$ cat config.mk
export PLATFORM = sky130hd
export DESIGN_NAME = tryx_ctrl
export DESIGN_NICKNAME = d
export VERILOG_FILES = /design/src/logic/tryx_pkg.sv /design/src/logic/periph_bus_pkg.sv /design/src/logic/tryx_ctrl.sv
export SDC_FILE = /design/constraint.sdc
export NUM_CORES = 1
export LEC_CHECK = 0
export ABC_AREA = 1
export BUFFER_PORTS_ARGS = -buffer_cell sky130_fd_sc_hd__buf_2
export CORE_AREA = 2 2 195 197
export CTS_BUF_LIST = sky130_fd_sc_hd__clkbuf_8 sky130_fd_sc_hd__clkbuf_16
export CTS_CLUSTER_SIZE = 8
export DETAILED_ROUTE_END_ITERATION = 12
export DIE_AREA = 0 0 197 199
export PLACE_DENSITY = 0.48
export SLEW_MARGIN = 25
export SYNTH_ARGS = -nofsm -noshare
export SYNTH_HDL_FRONTEND = slang
export SYNTH_SLANG_ARGS = --single-unit
export TNS_END_PERCENT = 50
$ cat constraint.sdc
create_clock -name clk_i -period 1.9 [get_ports clk_i]
set_clock_uncertainty 0.05 [all_clocks]
set_input_delay 0.285 -clock clk_i [delete_from_list [all_inputs] [get_ports clk_i]]
set_output_delay 0.285 -clock clk_i [all_outputs]
set_load 0.02 [all_outputs]
$ cat src/logic/tryx_pkg.sv
// Tryx cluster constants
// Register map, tag width and memory windows
`default_nettype none

package tryx_pkg;

  // Cluster size
  localparam int unsigned NB_CORES = 2;
  // Width of a core index, at least one bit
  localparam int unsigned CORE_IDX_W = (NB_CORES > 1) ? $clog2(NB_CORES) : 1;

  // AXI user tag carried with every external access
  localparam int unsigned AXI_USER_WIDTH = 4;

  // Per-core register addresses on the peripheral bus
  localparam logic [31:0] TRYX_ADDREXT_ADDR = 32'h1020_0BF8;
  localparam logic [31:0] TRYX_USER_ADDR    = 32'h1020_0BFC;

  // Values sent along with the next external access
  typedef struct packed {
    logic [31:0]               addrext;
    logic [AXI_USER_WIDTH-1:0] user;
  } tryx_req_t;

  // Memory model depth in 32-bit words
  localparam int unsigned MEM_WORDS = 256;
  localparam int unsigned MEM_AW    = $clog2(MEM_WORDS);

  // Upper address word of the tag-protected window
  // Window 0 is the normal window, all others decode to an error
  localparam logic [31:0] EXT_PROT_WINDOW = 32'd1;

endpackage

`default_nettype wire
$ cat src/logic/periph_bus_pkg.sv
// Peripheral bus and external transaction types
`default_nettype none

package periph_bus_pkg;

  // Response code, decerr bit above slverr bit
  typedef enum logic [1:0] {
    OKAY   = 2'b00,
    SLVERR = 2'b01,
    DECERR = 2'b10
  } xresp_e;

  // One core request, held until gnt
  typedef struct packed {
    logic        req;
    logic        wen;   // Low for a write
    logic [31:0] add;
    logic [3:0]  be;
    logic [31:0] wdata;
  } periph_req_t;

  // Response toward one core
  typedef struct packed {
    logic        gnt;
    logic        r_valid;
    logic        r_opc;  // Set on an error response
    logic [31:0] r_rdata;
  } periph_rsp_t;

  // Single transaction toward the memory
  typedef struct packed {
    logic                                valid;
    logic                                write;
    logic [63:0]                         addr;   // Extension word above the core address
    logic [31:0]                         wdata;
    logic [3:0]                          be;
    logic [tryx_pkg::AXI_USER_WIDTH-1:0] user;
  } ext_req_t;

  // Memory answer, one cycle after the request
  typedef struct packed {
    logic        valid;
    logic [31:0] rdata;
    xresp_e      resp;
  } ext_rsp_t;

endpackage

`default_nettype wire

$ cat src/logic/tryx_ctrl.sv
// Tryx register control
// Per-core address extension and user tag
`timescale 1ns/1ps
`default_nettype none

module tryx_ctrl (
  input  logic                                                clk_i,
  input  logic                                                rst_ni,
  input  periph_bus_pkg::periph_req_t [tryx_pkg::NB_CORES-1:0] core_req_i,
  output periph_bus_pkg::periph_rsp_t [tryx_pkg::NB_CORES-1:0] core_rsp_o,
  output periph_bus_pkg::periph_req_t [tryx_pkg::NB_CORES-1:0] fwd_req_o,
  input  periph_bus_pkg::periph_rsp_t [tryx_pkg::NB_CORES-1:0] fwd_rsp_i,
  output tryx_pkg::tryx_req_t         [tryx_pkg::NB_CORES-1:0] tryx_req_o,
  input  periph_bus_pkg::xresp_e      [tryx_pkg::NB_CORES-1:0] xresp_i,
  input  logic                        [tryx_pkg::NB_CORES-1:0] xresp_valid_i
);

  for (genvar i = 0; i < tryx_pkg::NB_CORES; i++) begin : gen_core
    tryx_pkg::tryx_req_t    tryx_d, tryx_q;
    periph_bus_pkg::xresp_e err_d, err_q;
    logic                   is_reg;
    logic                   rd_en_d, rd_en_q;
    logic                   wr_en_d, wr_en_q;
    logic                   wait_d, wait_q;
    logic [31:0]            status;

    // Hit on either register address
    assign is_reg = (core_req_i[i].add == tryx_pkg::TRYX_ADDREXT_ADDR) ||
                    (core_req_i[i].add == tryx_pkg::TRYX_USER_ADDR);

    // Tag on top, error code at the bottom
    assign status = {tryx_q.user, {(32-tryx_pkg::AXI_USER_WIDTH-2){1'b0}}, err_q};

    assign tryx_req_o[i] = tryx_q;

    // Request path
    always_comb begin
      // Payload always passes, only req is held back for local hits
      fwd_req_o[i]     = core_req_i[i];
      fwd_req_o[i].req = core_req_i[i].req && !is_reg;
      rd_en_d          = 1'b0;
      wr_en_d          = 1'b0;
      if (core_req_i[i].req && is_reg) begin
        if (!core_req_i[i].wen) begin
          wr_en_d = 1'b1;
        end else if (!rd_en_q) begin
          // Second read while one is still responding is dropped
          rd_en_d = 1'b1;
        end
      end
    end

    // Response path
    always_comb begin
      // Local hits are granted at once
      core_rsp_o[i].gnt = is_reg ? core_req_i[i].req : fwd_rsp_i[i].gnt;
      if (rd_en_q || wr_en_q) begin
        core_rsp_o[i].r_valid = 1'b1;
        core_rsp_o[i].r_opc   = 1'b0;
        core_rsp_o[i].r_rdata = status;
      end else begin
        core_rsp_o[i].r_valid = fwd_rsp_i[i].r_valid;
        core_rsp_o[i].r_opc   = fwd_rsp_i[i].r_opc;
        core_rsp_o[i].r_rdata = fwd_rsp_i[i].r_rdata;
      end
    end

    // Error code of the last external response
    always_comb begin
      err_d = err_q;
      if (xresp_valid_i[i]) begin
        err_d = xresp_i[i];
      end else if (rd_en_q) begin
        // Cleared once the status has been returned
        err_d = periph_bus_pkg::OKAY;
      end
    end

    // Outstanding external access
    always_comb begin
      wait_d = wait_q;
      if (fwd_req_o[i].req && fwd_rsp_i[i].gnt) begin
        wait_d = 1'b1;
      end else if (wait_q && fwd_rsp_i[i].r_valid) begin
        wait_d = 1'b0;
      end
    end

    // Register writes, self clear after the external access completes
    always_comb begin
      tryx_d = tryx_q;
      if (wr_en_d) begin
        if (core_req_i[i].add == tryx_pkg::TRYX_USER_ADDR) begin
          tryx_d.user = core_req_i[i].wdata[31 -: tryx_pkg::AXI_USER_WIDTH];
        end else begin
          tryx_d.addrext = core_req_i[i].wdata;
        end
      end else if (wait_q && !wait_d) begin
        tryx_d = '0;
      end
    end

    always_ff @(posedge clk_i or negedge rst_ni) begin
      if (!rst_ni) begin
        tryx_q  <= '0;
        err_q   <= periph_bus_pkg::OKAY;
        rd_en_q <= 1'b0;
        wr_en_q <= 1'b0;
        wait_q  <= 1'b0;
      end else begin
        tryx_q  <= tryx_d;
        err_q   <= err_d;
        rd_en_q <= rd_en_d;
        wr_en_q <= wr_en_d;
        wait_q  <= wait_d;
      end
    end
  end

endmodule

`default_nettype wire

==> impl_metrics.tcl <==
set metrics [dict create \
    status "complete, no violations" \
    die_h_um 199 \
    power_leakage_nw 5.244 \
    cts_root_buf "clkbuf_16" \
    r2r-start "gen_core[0].wait_q$_DFF_PN0_" \
    ys_seq_area_share_pct 34.66 \
    timing.rr.end "tryx_req_o[18]$_DFFE_PN0P_" \
    required_ps 1560 \
    cts.sinks 82 \
    gp_congestion 0.8403 \
    startpoint_type "flip-flop" \
    drtIter0Drc 242 \
    worstPathCellList "nor2_4, inv_1, buf_12, nor2_1, buf_2" \
    gr-usage-met2_pct 24.68 \
    critPathSlowestCell "dfrtp_2" \
    hold_slack_ps 94.68 \
    drt_wl_total_mm 26.16 \
    fin_crit_sh_pct 95.46 \
    rrSetupSlack_ps 710 \
    crit_path_end_kind "output pin" \
    maxCapViolations 0 \
    cts_tree "built" \
    synth_nets 1090 \
    worstPathMaxFanout 31 \
    gr-usage-met3_pct 2.238 \
    finalSetupTns_ps 0 \
    cp.arrival_ps 1480 \
    cts_buffers 9 \
    rows 71 \
    viasPerCell 3.889 \
    dieArea_mm2 0.03920 \
    fmax_mhz 551.4 \
    ys_types 20 \
    critical_path_class "reg2out" \
    finalSetupViolations 0 \
    gr-usage-all-layers_pct 12.66 \
    hp-start "xresp_i[1]" \
    yosys_warnings 0 \
    period_needed_ps 1814 \
    die_x_um 197 \
    place_hpwl_mm 21.73 \
    ys_ff_latch 82 \
    peakVddDrop_v 0.0003259 \
    hold-path-endpoint "gen_core[0].err_q[1]$_DFFE_PN0P_" \
    nNetsFinal 1441 \
    drive_above_1_share_pct 44.79 \
    num_io_pins 500 \
    fin_util_pct 22.50 \
    antenna_left 0 \
    synth_xor_xnor_area_share_pct 0 \
    synth_mux_area_share_pct 0 \
    io_buffer_count 483 \
    grt.met1_usage_pct 13.34 \
    r2r_cells 7 \
    tightest_slew_ps 403.1 \
    grt_pass1_wl_mm 36.55 \
    clock_latency_ps 350 \
    hold_class "in2reg" \
    synth_fa_ha_area_share_pct 0 \
    synth-compound-area-share_pct 0.7609 \
    antenna_found_initial 4 \
    synth.avg_cell_area_um2 6.788 \
    clk_path_buf_depth 2 \
    wl_per_cell_um 15.36 \
    clk_pin_slew_ps 70 \
    grt_setup_unrepaired "false" \
    grt_pass1_vias 6223 \
    power.density_mw_per_mm2 570.8 \
    core_mm2 0.03713 \
    max_stage_delay_ps 440 \
    drv_slew 0 \
    vias 6623 \
    grt_max_degree 46 \
    hold_viol_final 0 \
    htreeDepth 3 \
    route.detailed.drc 0 \
    dr.pass1.iters 5 \
    max_slew_margin_pct 73.13 \
    grt.overflow.total 0 \
    whs_path_depth 3 \
    syn_inst 872 \
    synthSimpleGateAreaFrac_pct 36.59 \
    synth.cell_area_mm2 0.005919 \
    synth_top_family_by_area "simple AND/OR/NAND/NOR gates" \
    area_growth_pct 41.15 \
    initial_core_util_pct 15.94 \
    busiest_layer "met2" \
]
worst max-delay path, delay by kind of cell (launching register included):
kind,cells,cell delay (ps)
buffers and inverters,3,420
flip-flops,1,440
AND/OR/NAND/NOR,2,250
stage by stage:
stage | worst slack (ps) | instance area, um2 | instances | power (mW)
floorplan | 225.5 | 5919 | 872 | 2.537
global placement | 93.77 | 8001 | 1684 | 2.952
detailed placement | 72.77 | 8001 | 1684 | 2.952
CTS | 16.58 | 8334 | 1702 | 4.897
global route | 7.196 | 8356 | 1703 | 5.036
finish | 86.33 | 8356 | 1703 | 4.769
state kept, by name, indices dropped and copies added, names as in the netlist:
signal,cells
tryx_req_o,72
gen_core.err_q,4
gen_core.rd_en_q,2
gen_core.wait_q,2
gen_core.wr_en_q,2
how the worst max path moves through the flow:
stage                                  startpoint                    endpoint  slack (ps)  cells after the start
floorplan           gen_core[0].rd_en_q$_DFF_PN0_              core_rsp_o[11]         230                      4
global placement                   core_req_i[51]   tryx_req_o[2]$_DFFE_PN0P_          90                     13
detailed placement                core_req_i[107]  tryx_req_o[55]$_DFFE_PN0P_          70                     13
CTS                 gen_core[0].rd_en_q$_DFF_PN0_              core_rsp_o[31]          20                      6
global route        gen_core[0].rd_en_q$_DFF_PN0_              core_rsp_o[18]           7                      5
finish              gen_core[1].rd_en_q$_DFF_PN0_              core_rsp_o[45]          90                      5
routing by layer:
metal  vias up  routed length [um]
met3        44                1762
met2       361               13950
met4         2                 809
met1      2962                9624
met5         -                  13
li1       3254                   -
power breakdown:
part	total, mW	switching (mW)	internal [mW]
logic	1.15	0.741	0.409
registers	1.76	0.00380	1.75
clock network	1.86	0.920	0.941
total	4.77	1.67	3.10
synth_stat cells:
library cell / instances / share of area [%]
nor3_1: 2 / 0.17
nor2_2: 7 / 0.74
a21oi_1: 1 / 0.084
nor2_8: 1 / 0.34
nor2_1: 133 / 8.4
buf_4: 142 / 18
nand2_2: 2 / 0.21
o21ai_0: 8 / 0.68
nand2_4: 3 / 0.57
nand2_1: 179 / 11
inv_1: 111 / 7.0
or2_2: 2 / 0.21
buf_6: 6 / 1.1
nand3b_1: 4 / 0.51
dfrtp_1: 82 / 35
nand3_1: 155 / 13
clkbuf_1: 10 / 0.63
buf_2: 10 / 0.85
nand4_1: 9 / 0.95
inv_2: 5 / 0.32
cells in the final DEF (no fill, tap or decap), types with 5 or more instances in the layout:
master	n
nor2_2	9
inv_1	111
o21ai_0	8
clkbuf_16	9
buf_4	18
nand2_1	178
nand4_1	9
nand3_1	154
buf_2	480
nor2_1	130
inv_2	5
dfrtp_1	80
buf_12	9
cell type report:
type / instances / area (um2)
multi-input combinational: 506 / 2231
clock inverter: 7 / 86.33
timing repair buffer: 508 / 2728
clock buffer: 9 / 225.2
fill: 4256 / 28780
inverter: 116 / 435.4
sequential: 82 / 2054
tap: 474 / 593.1
antenna: 1 / 2.502
cells by family after synthesis:
family / count (synthesis)
and+or+nand+nor: 497
AOI/OAI and AO/OA: 9
buffers and inverters: 284
DFF: 82
timing repair:
item	4_1_cts	5_1_grt
endpoints found under the hold margin	41	0
setup buffers	1	0
gates resized for setup	2	7
endpoints found under the setup margin	33	32
hold buffers	1	0
(Power assumes the default switching activity.)
