[src/logic/tryx_pkg.sv]
// Tryx cluster constants
// Register map, tag width and memory windows
`default_nettype none

package tryx_pkg;

  // Cluster size
  localparam int unsigned NB_CORES = 2;
  // Width of a core index, at least one bit
  localparam int unsigned CORE_IDX_W = (NB_CORES > 1) ? $clog2(NB_CORES) : 1;

  // AXI user tag carried with every external access
  localparam int unsigned AXI_USER_WIDTH = 4;

  // Per-core register addresses on the peripheral bus
  localparam logic [31:0] TRYX_ADDREXT_ADDR = 32'h1020_0BF8;
  localparam logic [31:0] TRYX_USER_ADDR    = 32'h1020_0BFC;

  // Values sent along with the next external access
  typedef struct packed {
    logic [31:0]               addrext;
    logic [AXI_USER_WIDTH-1:0] user;
  } tryx_req_t;

  // Memory model depth in 32-bit words
  localparam int unsigned MEM_WORDS = 256;
  localparam int unsigned MEM_AW    = $clog2(MEM_WORDS);

  // Upper address word of the tag-protected window
  // Window 0 is the normal window, all others decode to an error
  localparam logic [31:0] EXT_PROT_WINDOW = 32'd1;

endpackage

`default_nettype wire
[src/logic/periph_bus_pkg.sv]
// Peripheral bus and external transaction types
`default_nettype none

package periph_bus_pkg;

  // Response code, decerr bit above slverr bit
  typedef enum logic [1:0] {
    OKAY   = 2'b00,
    SLVERR = 2'b01,
    DECERR = 2'b10
  } xresp_e;

  // One core request, held until gnt
  typedef struct packed {
    logic        req;
    logic        wen;   // Low for a write
    logic [31:0] add;
    logic [3:0]  be;
    logic [31:0] wdata;
  } periph_req_t;

  // Response toward one core
  typedef struct packed {
    logic        gnt;
    logic        r_valid;
    logic        r_opc;  // Set on an error response
    logic [31:0] r_rdata;
  } periph_rsp_t;

  // Single transaction toward the memory
  typedef struct packed {
    logic                                valid;
    logic                                write;
    logic [63:0]                         addr;   // Extension word above the core address
    logic [31:0]                         wdata;
    logic [3:0]                          be;
    logic [tryx_pkg::AXI_USER_WIDTH-1:0] user;
  } ext_req_t;

  // Memory answer, one cycle after the request
  typedef struct packed {
    logic        valid;
    logic [31:0] rdata;
    xresp_e      resp;
  } ext_rsp_t;

endpackage

`default_nettype wire

[src/logic/ext_access_unit.sv]
// External access unit
`timescale 1ns/1ps
`default_nettype none

module ext_access_unit (
  input  logic                                                clk_i,
  input  logic                                                rst_ni,
  input  periph_bus_pkg::periph_req_t [tryx_pkg::NB_CORES-1:0] fwd_req_i,
  output periph_bus_pkg::periph_rsp_t [tryx_pkg::NB_CORES-1:0] fwd_rsp_o,
  input  tryx_pkg::tryx_req_t         [tryx_pkg::NB_CORES-1:0] tryx_req_i,
  output periph_bus_pkg::xresp_e      [tryx_pkg::NB_CORES-1:0] xresp_o,
  output logic                        [tryx_pkg::NB_CORES-1:0] xresp_valid_o,
  output periph_bus_pkg::ext_req_t                             mem_req_o,
  input  periph_bus_pkg::ext_rsp_t                             mem_rsp_i
);

  typedef enum logic [1:0] {
    IDLE,
    ISSUE,
    WAIT
  } state_e;

  state_e                            state_d, state_q;
  logic [tryx_pkg::CORE_IDX_W-1:0]   last_q, cur_q, sel_idx;
  logic                              sel_found;
  logic                              grant;
  periph_bus_pkg::periph_req_t       req_q;
  tryx_pkg::tryx_req_t               tryx_q;

  // Round robin, search starts one past the last winner
  always_comb begin
    int unsigned cand;
    sel_found = 1'b0;
    sel_idx   = last_q;
    for (int unsigned k = 1; k <= tryx_pkg::NB_CORES; k++) begin
      cand = (32'(last_q) + k) % tryx_pkg::NB_CORES;
      if (!sel_found && fwd_req_i[cand].req) begin
        sel_found = 1'b1;
        sel_idx   = tryx_pkg::CORE_IDX_W'(cand);
      end
    end
  end

  // One transaction in flight at most
  assign grant = (state_q == IDLE) && sel_found;

  always_comb begin
    state_d = state_q;
    case (state_q)
      IDLE:    if (grant) state_d = ISSUE;
      ISSUE:   state_d = WAIT;
      WAIT:    if (mem_rsp_i.valid) state_d = IDLE;
      default: state_d = IDLE;
    endcase
  end

  // Wide address is the extension word on top of the core address
  always_comb begin
    mem_req_o.valid = (state_q == ISSUE);
    mem_req_o.write = !req_q.wen;
    mem_req_o.addr  = {tryx_q.addrext, req_q.add};
    mem_req_o.wdata = req_q.wdata;
    mem_req_o.be    = req_q.be;
    mem_req_o.user  = tryx_q.user;
  end

  // Grant and response, routed to one core only
  always_comb begin
    for (int c = 0; c < tryx_pkg::NB_CORES; c++) begin
      fwd_rsp_o[c]     = '0;
      xresp_o[c]       = periph_bus_pkg::OKAY;
      xresp_valid_o[c] = 1'b0;
      fwd_rsp_o[c].gnt = grant && (sel_idx == tryx_pkg::CORE_IDX_W'(c));
      if ((state_q == WAIT) && mem_rsp_i.valid && (cur_q == tryx_pkg::CORE_IDX_W'(c))) begin
        fwd_rsp_o[c].r_valid = 1'b1;
        fwd_rsp_o[c].r_opc   = (mem_rsp_i.resp != periph_bus_pkg::OKAY);
        fwd_rsp_o[c].r_rdata = mem_rsp_i.rdata;
        xresp_o[c]           = mem_rsp_i.resp;
        xresp_valid_o[c]     = 1'b1;
      end
    end
  end

  always_ff @(posedge clk_i or negedge rst_ni) begin
    if (!rst_ni) begin
      state_q <= IDLE;
      last_q  <= '0;
      cur_q   <= '0;
    end else begin
      state_q <= state_d;
      if (grant) begin
        last_q <= sel_idx;
        cur_q  <= sel_idx;
      end
    end
  end

  // Request and tryx values captured at grant
  always_ff @(posedge clk_i) begin
    if (grant) begin
      req_q  <= fwd_req_i[sel_idx];
      tryx_q <= tryx_req_i[sel_idx];
    end
  end

endmodule

`default_nettype wire

[config.mk]
export PLATFORM = sky130hd
export DESIGN_NAME = ext_access_unit
export DESIGN_NICKNAME = d
export VERILOG_FILES = /design/src/logic/tryx_pkg.sv /design/src/logic/periph_bus_pkg.sv /design/src/logic/ext_access_unit.sv
export SDC_FILE = /design/constraint.sdc
export NUM_CORES = 1
export LEC_CHECK = 0
export ABC_AREA = 1
export BUFFER_PORTS_ARGS = -buffer_cell sky130_fd_sc_hd__buf_2
export CAP_MARGIN = 0
export CORE_AREA = 2 2 166 168
export DETAILED_ROUTE_END_ITERATION = 6
export DIE_AREA = 0 0 168 170
export GPL_ROUTABILITY_DRIVEN = 0
export HOLD_SLACK_MARGIN = 0.15
export SLEW_MARGIN = 20
export SYNTH_ARGS = -nofsm -noshare
export SYNTH_HDL_FRONTEND = slang
export SYNTH_SLANG_ARGS = --single-unit
[constraint.sdc]
create_clock -name clk_i -period 6.9 [get_ports clk_i]
set_clock_uncertainty 0.2 [all_clocks]
set_input_delay 0.345 -clock clk_i [delete_from_list [all_inputs] [get_ports clk_i]]
set_output_delay 0.345 -clock clk_i [all_outputs]
set_load 0.02 [all_outputs]
==> reports/metrics.cfg, run 1 <==
[final_layout]
final_util_pct=37.51
fillers=2666
final_area_mm2=0.009996
mostFrequentLayoutCells=buf_2, nand2_1, dlygate4sd3_1, edfxtp_1, nor2_1
insertedDiodeCount=0
layout_commonest_cell=buf_2
multi_input_area_mm2=0.001577
final_nets=1466
regArea_mm2=0.003228
syn_to_final_growth_pct=76.12
stdcell_count=1563
drive_gt1_share_pct=37.40

[sta]
final-hold-violation-count=0
fin_crit_sh_pct=43.93
holdWs_ns=0.1654
slew_headroom_pct=39.45
fin_setup_tns_ns=0
tightestPinTransition_ns=0.9061
slew_viol_final=0
layout_min_cycle_time_ns=3.031
fin_ws_ns=3.869
max_freq_mhz=329.9
final-setup-viol-count=0
rsz0062_at_grt=false

[run]
drv_cap=0

[global_routing]
grt_pass1_wl_um=31330
grt_max_degree=56
track_usage_pct=14.11
first_global_vias=6225
grt-ovfl-total=0
grt_antenna_before_repair=0

[routing]
drc=0
vias=6218
dr.pass1.iters=4
wl_per_cell_um=13.72
drt-initial-drc-count=326
wl_um=21450
drtAntennaViolNets=0
vias_per_cell=3.978

[critical_path]
r2r-end=mem_req_o[78]$_DFFE_PP_
crit_chain=dlygate4sd3_1 > buf_2 > inv_1 > nand2_1 > nand2_4 > buf_4 > nand2_1 > nand2_1 > dlygate4sd3_1
critPathLaunch=fwd_req_i[69]
ff2ff_setup_slack_ns=4.04
cpMaxStageDelayCell=buf_4
cp-end-kind=flop
cp_max_fo=55
slowest_delay_ns=0.56
critPathTopFamily=buffers and inverters
worst-path-stages=9
cp_num_buf_inv=5
critPathLaunchType=primary input
r2r_cells=7
critPathRequiredTime_ns=6.92
crit_arrival_ns=3.05
crit_top_cell=nand2_1
worstSetupEndpoint=mem_req_o[78]$_DFFE_PP_
r2r-start=last_q$_DFFE_PN0P_
crit_type=in2reg

[cts]
cts_buffers=9
cts_tree=yes
clockBufferDepth=2
clkLatencyLatePin_ns=0.35
clock-sinks=108
clk_pin_slew_ns=0.08
htreeDepth=3
cts_resized=0
cts_root_buffer=clkbuf_16

[placed_design]
hpwlAfterDp_um=15190
postPlaceCellArea_mm2=0.007582
post-place-cells=1334
portBuffers=430
place_ws_ns=4.557

[die]
die_h_um=170
die-area_mm2=0.02856
design.core.area_mm2=0.02665
die_x_um=168
io_pins=431
initial_utilization_pct=21.30
core.rowCount=60

[yosys]
synth_nets=908
synth_edf_count=105
postSynthAreaPerCell_um2=8.612
syn_inst=659
seq_area_frac_synth_pct=56.88
synth_top_flop_cell=edfxtp_1
synth_cell_types=15
ys_ff_latch=108
yosys_warnings=0
syn_area_mm2=0.005675
synth-async-reset-ratio_pct=2.778

[power]
ir_drop_uv=142.2
p_leak_nw=5.370
power.density_mw_per_mm2=337.3
total_power_mw=3.372

[min_path]
min_path_cells=3
hold_path_class=in2reg
min_from=fwd_req_i[139]

[status]
status=finished, final reports clean

-- cell usage after synthesis, types with 2 or more instances --
master	instances	share of area (%)
buf_2	15	1.3
nand4_2	2	0.44
buf_4	78	10
nor2_1	77	5.1
nand2_1	325	21
clkbuf_1	3	0.20
inv_1	42	2.8
dfrtp_1	3	1.3
edfxtp_1	105	56
buf_6	4	0.79
-- layer usage --
metal	GRT usage, %	share of wire (%)	vias to the layer above
met1	13.97	35	2785
met4	5.444	2.8	0
met5	0	0	-
met2	27.97	54	313
met3	3.628	7.7	49
li1	-	-	3071
-- repair_timing --
item,in CTS,in global routing
hold buffers,213,0
endpoints found under the setup margin,0,0
buffers inserted,0,0
hold endpoints to repair,110,0
-- worst min-delay path by stage --
stage	slack, ns	endpoint
2_1_floorplan	-0.15	last_q$_DFFE_PN0P_
3_3_place_gp	-0.05	last_q$_DFFE_PN0P_
3_5_place_dp	-0.05	last_q$_DFFE_PN0P_
4_1_cts	0.15	state_q[0]$_DFFE_PN0P_
5_1_grt	0.20	mem_req_o[81]$_DFFE_PP_
6_report	0.17	state_q[0]$_DFFE_PN0P_
-- cell families after synthesis --
logic type	after synthesis	share of synthesized area (%)
simple gates	405	27.14
buf+inv	144	15.56
flops	108	56.88
compound gates	2	0.4190
-- area by class of cell --
cell class	instances	area share (%)
repair buffers	648	43.23
flip-flops and latches	108	32.29
multi-input cells	407	15.77
well taps	341	4.268
clock buffers	9	2.253
inverters	43	1.615
clock inverters	7	0.5633
-- tightest hold or removal path, cell delays in order --
cell    delay [ns]
buf_2         0.14
nor2_1        0.09
nor2_1        0.10
-- power breakdown --
group	switching, mW	total, mW	internal [mW]
Clock	0.253	0.504	0.251
Sequential	0.0746	1.18	1.10
Combinational	1.04	1.69	0.655
Total	1.36	3.37	2.01
-- state kept, by name, indices dropped and copies added (netlist names) --
signal     cells
last_q         1
state_q        2
req_q          1
mem_req_o    104
(Power assumes the default switching activity.)
==> run 2, diff against run 1 <==
clock period = 3 ns   (was 6.9 ns; I/O delays follow)
==> reports/metrics.cfg, run 2 (same netlist as run 1, synthesis figures left out) <==
[final_layout]
mostFrequentLayoutCells=buf_2, nand2_1, dlygate4sd3_1, edfxtp_1, nor2_1  ; unchanged
final_nets=1471  ; was 1466
layout_commonest_cell=buf_2  ; unchanged
stdcell_count=1568  ; was 1563
syn_to_final_growth_pct=77.49  ; was 76.12%
largest_register_ffs=104  ; unchanged
drive_gt1_share_pct=37.33  ; was 37.40%
final_area_mm2=0.01007  ; was 0.009996 mm2
final_util_pct=37.80  ; was 37.51%
insertedDiodeCount=0  ; unchanged
fillers=2644  ; was 2666

[critical_path]
critPathRequiredTime_ns=3.02  ; was 6.92 ns
cp-end-kind=flop  ; unchanged
cp_max_fo=66  ; was 55
r2r-end=mem_req_o[44]$_DFFE_PP_  ; was mem_req_o[78]$_DFFE_PP_
crit_type=in2reg  ; unchanged
ff2ff_setup_slack_ns=0.50  ; was 4.04 ns
critPathLaunchType=primary input  ; unchanged
r2r-start=last_q$_DFFE_PN0P_  ; unchanged
r2r_cells=7  ; unchanged
crit_arrival_ns=2.53  ; was 3.05 ns

[global_routing]
grt_antenna_before_repair=1  ; was 0
grt_max_degree=67  ; was 56
top_usage_layer=met2  ; unchanged
gr-usage-met3_pct=3.279  ; was 3.628%
grt_pass1_wl_um=31810  ; was 31330 um
first_global_vias=6208  ; was 6225
met1_usage_pct=14.37  ; was 13.97%
track_usage_pct=14.25  ; was 14.11%
grtUsageMet2_pct=28.51  ; was 27.97%
grt-ovfl-total=0  ; unchanged

[cts]
cts_resized=0  ; unchanged
cts_buffers=9  ; unchanged
cts_root_buffer=clkbuf_16  ; unchanged
cts_tree=yes  ; unchanged
clockBufferDepth=2  ; unchanged
clock-sinks=108  ; unchanged
clkLatencyLatePin_ns=0.35  ; about the same
post_cts_buffers=0  ; unchanged
clk_pin_slew_ns=0.08  ; about the same
htreeDepth=3  ; unchanged

[die]
design.core.area_mm2=0.02665  ; unchanged
io_pins=431  ; unchanged
die-area_mm2=0.02856  ; unchanged
initial_utilization_pct=21.30  ; unchanged
core.rowCount=60  ; unchanged
die_h_um=170  ; unchanged
die_x_um=168  ; unchanged

[sta]
final-setup-viol-count=0  ; unchanged
tightestPinTransition_ns=0.8619  ; was 0.9061 ns
slew_headroom_pct=42.40  ; was 39.45%
fin_setup_tns_ns=0  ; unchanged
layout_min_cycle_time_ns=2.512
max_freq_mhz=398.1
slew_viol_final=0  ; unchanged
rsz0062_at_grt=false  ; unchanged
fin_crit_sh_pct=83.73
final-hold-violation-count=0  ; unchanged

[routing]
drc=0  ; unchanged
drtAntennaViolNets=0  ; unchanged
vias_per_cell=4.010  ; was 3.978
vias=6288  ; was 6218
wl_per_cell_um=13.72  ; about the same
wl_um=21510  ; was 21450 um
dr.pass1.iters=4  ; unchanged
drt-initial-drc-count=308  ; was 326

[min_path]
hold_path_class=in2reg  ; unchanged
hold_end=last_q$_DFFE_PN0P_  ; was state_q[0]$_DFFE_PN0P_
min_path_cells=6  ; was 3
min_from=fwd_req_i[139]  ; unchanged

[power]
ir_drop_uv=318.9  ; was 142.2 uV
p_leak_nw=5.399  ; was 5.370 nW
power.density_mw_per_mm2=776.2  ; was 337.3 mW/mm2

[placed_design]
postPlaceCellArea_mm2=0.007642  ; was 0.007582 mm2
post-place-cells=1337  ; was 1334
hpwlAfterDp_um=15240  ; was 15190 um
portBuffers=430  ; unchanged

[status]
status=finished, final reports clean  ; unchanged

[run]
drv_cap=0  ; unchanged

==> run 2: cell types whose count changed in the layout (fill, tap and decap cells not counted), sizes merged <==
cell         change
clkbuf           +2
dlygate4sd3      +2
clkinv           +1
buf              +3
inv              -3
==> run 2: cell type report <==
class	count	area [um2]	area share (%)
clock buffers	11	232.7	2.310
clock inverters	5	46.29	0.4596
inverters	43	161.4	1.602
multi-input cells	407	1577	15.65
flip-flops and latches	108	3228	32.05
well taps	341	426.7	4.236
repair buffers	653	4402	43.70
==> run 2: metrics by stage <==
| step | hold WS, ns | total power [mW] | setup WS (ns) |
|---|---|---|---|
| CTS | 0.2864 | 7.889 | 0.4963 |
| detailed placement | -0.2459 | 5.937 | 0.8745 |
| floorplan | -0.3456 | 5.194 | 0.05560 |
| global route | 0.2966 | 8.327 | 0.2594 |
| finish | 0.2211 | 7.819 | 0.4880 |
| global placement | -0.2478 | 5.889 | 0.9120 |
==> run 2: where the power goes <==
part	switching [mW]	internal, mW
combinational	2.40	1.57
sequential	0.174	2.52
clock	0.573	0.578
total	3.15	4.67
==> run 2: how the worst max path moves through the flow <==
stage	from	to	slack [ns]
detailed placement	last_q$_DFFE_PN0P_	fwd_rsp_o[63]	0.87
finish	fwd_req_i[69]	mem_req_o[63]$_DFFE_PP_	0.49
CTS	last_q$_DFFE_PN0P_	mem_req_o[74]$_DFFE_PP_	0.50
floorplan	state_q[1]$_DFFE_PN0P_	fwd_rsp_o[69]	0.06
global placement	state_q[0]$_DFFE_PN0P_	mem_req_o[9]$_DFFE_PP_	0.91
global route	last_q$_DFFE_PN0P_	fwd_rsp_o[38]	0.26
==> run 2: what timing repair did <==
| action | CTS | global route |
|---|---|---|
| hold buffers | 215 | 0 |
| hold endpoints to repair | 110 | 0 |
| endpoints found under the setup margin | 0 | 0 |
==> run 2: worst max-delay path, cell delays in order <==
cell	delay, ns
dlygate4sd3_1	0.54
buf_2	0.15
inv_1	0.08
nand2_1	0.09
nand2_4	0.40
buf_12	0.32
nand2_1	0.13
nand2_1	0.08
dlygate4sd3_1	0.55
==> run 2: per-layer routing <==
metal  vias up  share of wire [%]
met5         -                  0
met4         0                2.4
met3        39                6.9
met2       310                 55
met1      2862                 36
li1       3077                  -
==> run 3, diff against run 2 <==
CORE_AREA = 2 2 165 167   (was 2 2 166 168)
DIE_AREA = 0 0 167 169   (was 0 0 168 170)
clock period = 2.2 ns   (was 3 ns; I/O delays follow)
==> reports/metrics.cfg, run 3 (same netlist as run 1, synthesis figures left out) <==
[status]
status=finished, final reports clean  ; unchanged

[cts]
clk_pin_slew_ns=0.08  ; about the same
clockBufferDepth=2  ; unchanged
post_cts_buffers=0  ; unchanged
cts_root_buffer=clkbuf_16  ; unchanged
clock-sinks=108  ; unchanged
cts_tree=yes  ; unchanged
clkLatencyLatePin_ns=0.34  ; was 0.35 ns
cts_buffers=9  ; unchanged
htreeDepth=3  ; unchanged

[routing]
drc=0  ; unchanged
wl_um=22900  ; was 21510 um
wl_per_cell_um=14.52  ; was 13.72 um
drt-initial-drc-count=331  ; was 308
vias=6434  ; was 6288
drtAntennaViolNets=0  ; unchanged
dr.pass1.iters=7  ; was 4
vias_per_cell=4.080  ; was 4.010

[final_layout]
final_area_mm2=0.01022  ; was 0.01007 mm2
multi_input_area_mm2=0.001588  ; was 0.001577 mm2
stdcell_count=1577  ; was 1568
syn_to_final_growth_pct=80.11  ; was 77.49%
final_nets=1478  ; was 1471
drive_gt1_share_pct=37.84  ; was 37.33%
regArea_mm2=0.003229  ; was 0.003228 mm2
fillers=2576  ; was 2644
layout_commonest_cell=buf_2  ; unchanged
largest_register_ffs=104  ; unchanged
mostFrequentLayoutCells=buf_2, nand2_1, dlygate4sd3_1, edfxtp_1, nor2_1  ; unchanged

[power]
switchingPower_mw=4.255  ; was 3.145 mW
p_comb_share_pct=47.3  ; was 50.8%
internal_power_mw=5.973  ; was 4.674 mW
power_frac_seq_pct=36.4  ; was 34.5%
power.density_mw_per_mm2=1001  ; was 776.2 mW/mm2
ir_drop_uv=457.5  ; was 318.9 uV
p_leak_nw=5.380  ; was 5.399 nW
swShare_pct=41.60  ; was 40.23%
clkPwrFrac_pct=16.3  ; was 14.7%

[critical_path]
critPathRequiredTime_ns=2.10  ; was 3.02 ns
critPathLaunchType=flop  ; was primary input
cp-end-kind=flop  ; unchanged
crit_arrival_ns=1.98  ; was 2.53 ns
cpMaxStageDelayCell=dlygate4sd3_1  ; unchanged
crit_chain=inv_2 > nand2_1 > nand2_4 > buf_12 > nand2_1 > nand2_1 > dlygate4sd3_1  ; was dlygate4sd3_1 > buf_2 > inv_1 > nand2_1 > nand2_4 > buf_12 > nand2_1 > nand2_1 > dlygate4sd3_1
crit_top_cell=nand2_1  ; unchanged
crit_type=reg2reg  ; was in2reg
cp_max_fo=40  ; was 66
slowest_delay_ns=0.54  ; was 0.55 ns

[placed_design]
portBuffers=430  ; unchanged
post-place-cells=1341  ; was 1337
hpwlAfterDp_um=15040  ; was 15240 um
postPlaceCellArea_mm2=0.007725  ; was 0.007642 mm2

[sta]
rsz0062_at_grt=false  ; unchanged
layout_min_cycle_time_ns=2.077
final-setup-viol-count=0  ; unchanged
fin_crit_sh_pct=94.43
final-hold-violation-count=0  ; unchanged
slew_headroom_pct=72.99  ; was 42.40%
tightestPinTransition_ns=0.4036  ; was 0.8619 ns
max_freq_mhz=481.4
slew_viol_final=0  ; unchanged

[run]
drv_cap=0  ; unchanged

[global_routing]
grt_pass1_wl_um=33630  ; was 31810 um
first_global_vias=6650  ; was 6208
grt-ovfl-total=0  ; unchanged
track_usage_pct=15.25  ; was 14.25%
grt_antenna_before_repair=2  ; was 1
grt_max_degree=60  ; was 67

[die]
core.rowCount=60  ; unchanged
die_x_um=167  ; was 168 um
die_h_um=169  ; was 170 um
design.core.area_mm2=0.02650  ; was 0.02665 mm2
initial_utilization_pct=21.42  ; was 21.30%
io_pins=431  ; unchanged
die-area_mm2=0.02822  ; was 0.02856 mm2

[min_path]
hold_path_class=in2reg  ; unchanged

## run 3: area by class of cell
class	count	share of cell area, %
Timing Repair Buffer	660	44.14
Sequential cell	108	31.59
Multi-Input combinational cell	407	15.53
Tap cell	341	4.174
Clock buffer	10	2.240
Inverter	43	1.579
Clock inverter	6	0.6977
Antenna cell	2	0.04896
## run 3: power by group through the flow
stage	sequential (mW)	clock [mW]	combinational, mW
after floorplan	4.04	0	3.07
after global placement	3.73	0	4.43
after detailed placement	3.75	0	4.47
after CTS	3.71	1.75	4.84
after global routing	3.80	1.82	5.24
final	3.72	1.67	4.84
## run 3: worst paths after layout
path	start	endpoint	slack (ns)	cells after the start
max	last_q$_DFFE_PN0P_	mem_req_o[85]$_DFFE_PP_	0.12	7
min in group asynchronous	rst_ni	last_q$_DFFE_PN0P_	0.48	3
min reg2reg	state_q[0]$_DFFE_PN0P_	last_q$_DFFE_PN0P_	0.40	4
min	fwd_req_i[82]	mem_req_o[20]$_DFFE_PP_	0.35	4
max in group asynchronous	rst_ni	last_q$_DFFE_PN0P_	1.15	3
max reg2reg	last_q$_DFFE_PN0P_	mem_req_o[85]$_DFFE_PP_	0.12	7
## run 3: critical path, delay by kind of cell (launching register included)
kind	cells	cell delay, ns
buf+inv	3	0.82
flops	1	0.45
simple gates	4	0.35
## run 3: layer usage
layer | routed length (um) | share of wire (%) | vias up | global-route usage [%]
met2 | 12510 | 55 | 367 | 29.83
met5 | 0 | 0 | - | 0
li1 | - | - | 3094 | -
met4 | 886 | 3.9 | 0 | 7.459
met1 | 8000 | 35 | 2902 | 15.17
met3 | 1510 | 6.6 | 71 | 3.227
## run 3: what timing repair did
| item | 4_1_cts | 5_1_grt |
|---|---|---|
| endpoints found under the setup margin | 0 | 27 |
| hold endpoints to repair | 111 | 0 |
| resized for setup | 0 | 2 |
| hold buffers | 218 | 0 |
## run 3: per-stage QoR
step | hold WS [ns] | util, % | setup slack [ns] | TNS, ns | power, mW
floorplan | -0.3856 | - | -0.7025 | -64.65 | 7.108
global placement | -0.2826 | 29.15 | 0.4299 | 0 | 8.164
detailed placement | -0.2832 | 29.15 | 0.3999 | 0 | 8.220
CTS | 0.3110 | 38.52 | 0.0001537 | 0 | 10.30
global route | 0.3580 | 38.57 | 0.009089 | 0 | 10.86
finish | 0.3546 | 38.57 | 0.1225 | 0 | 10.23
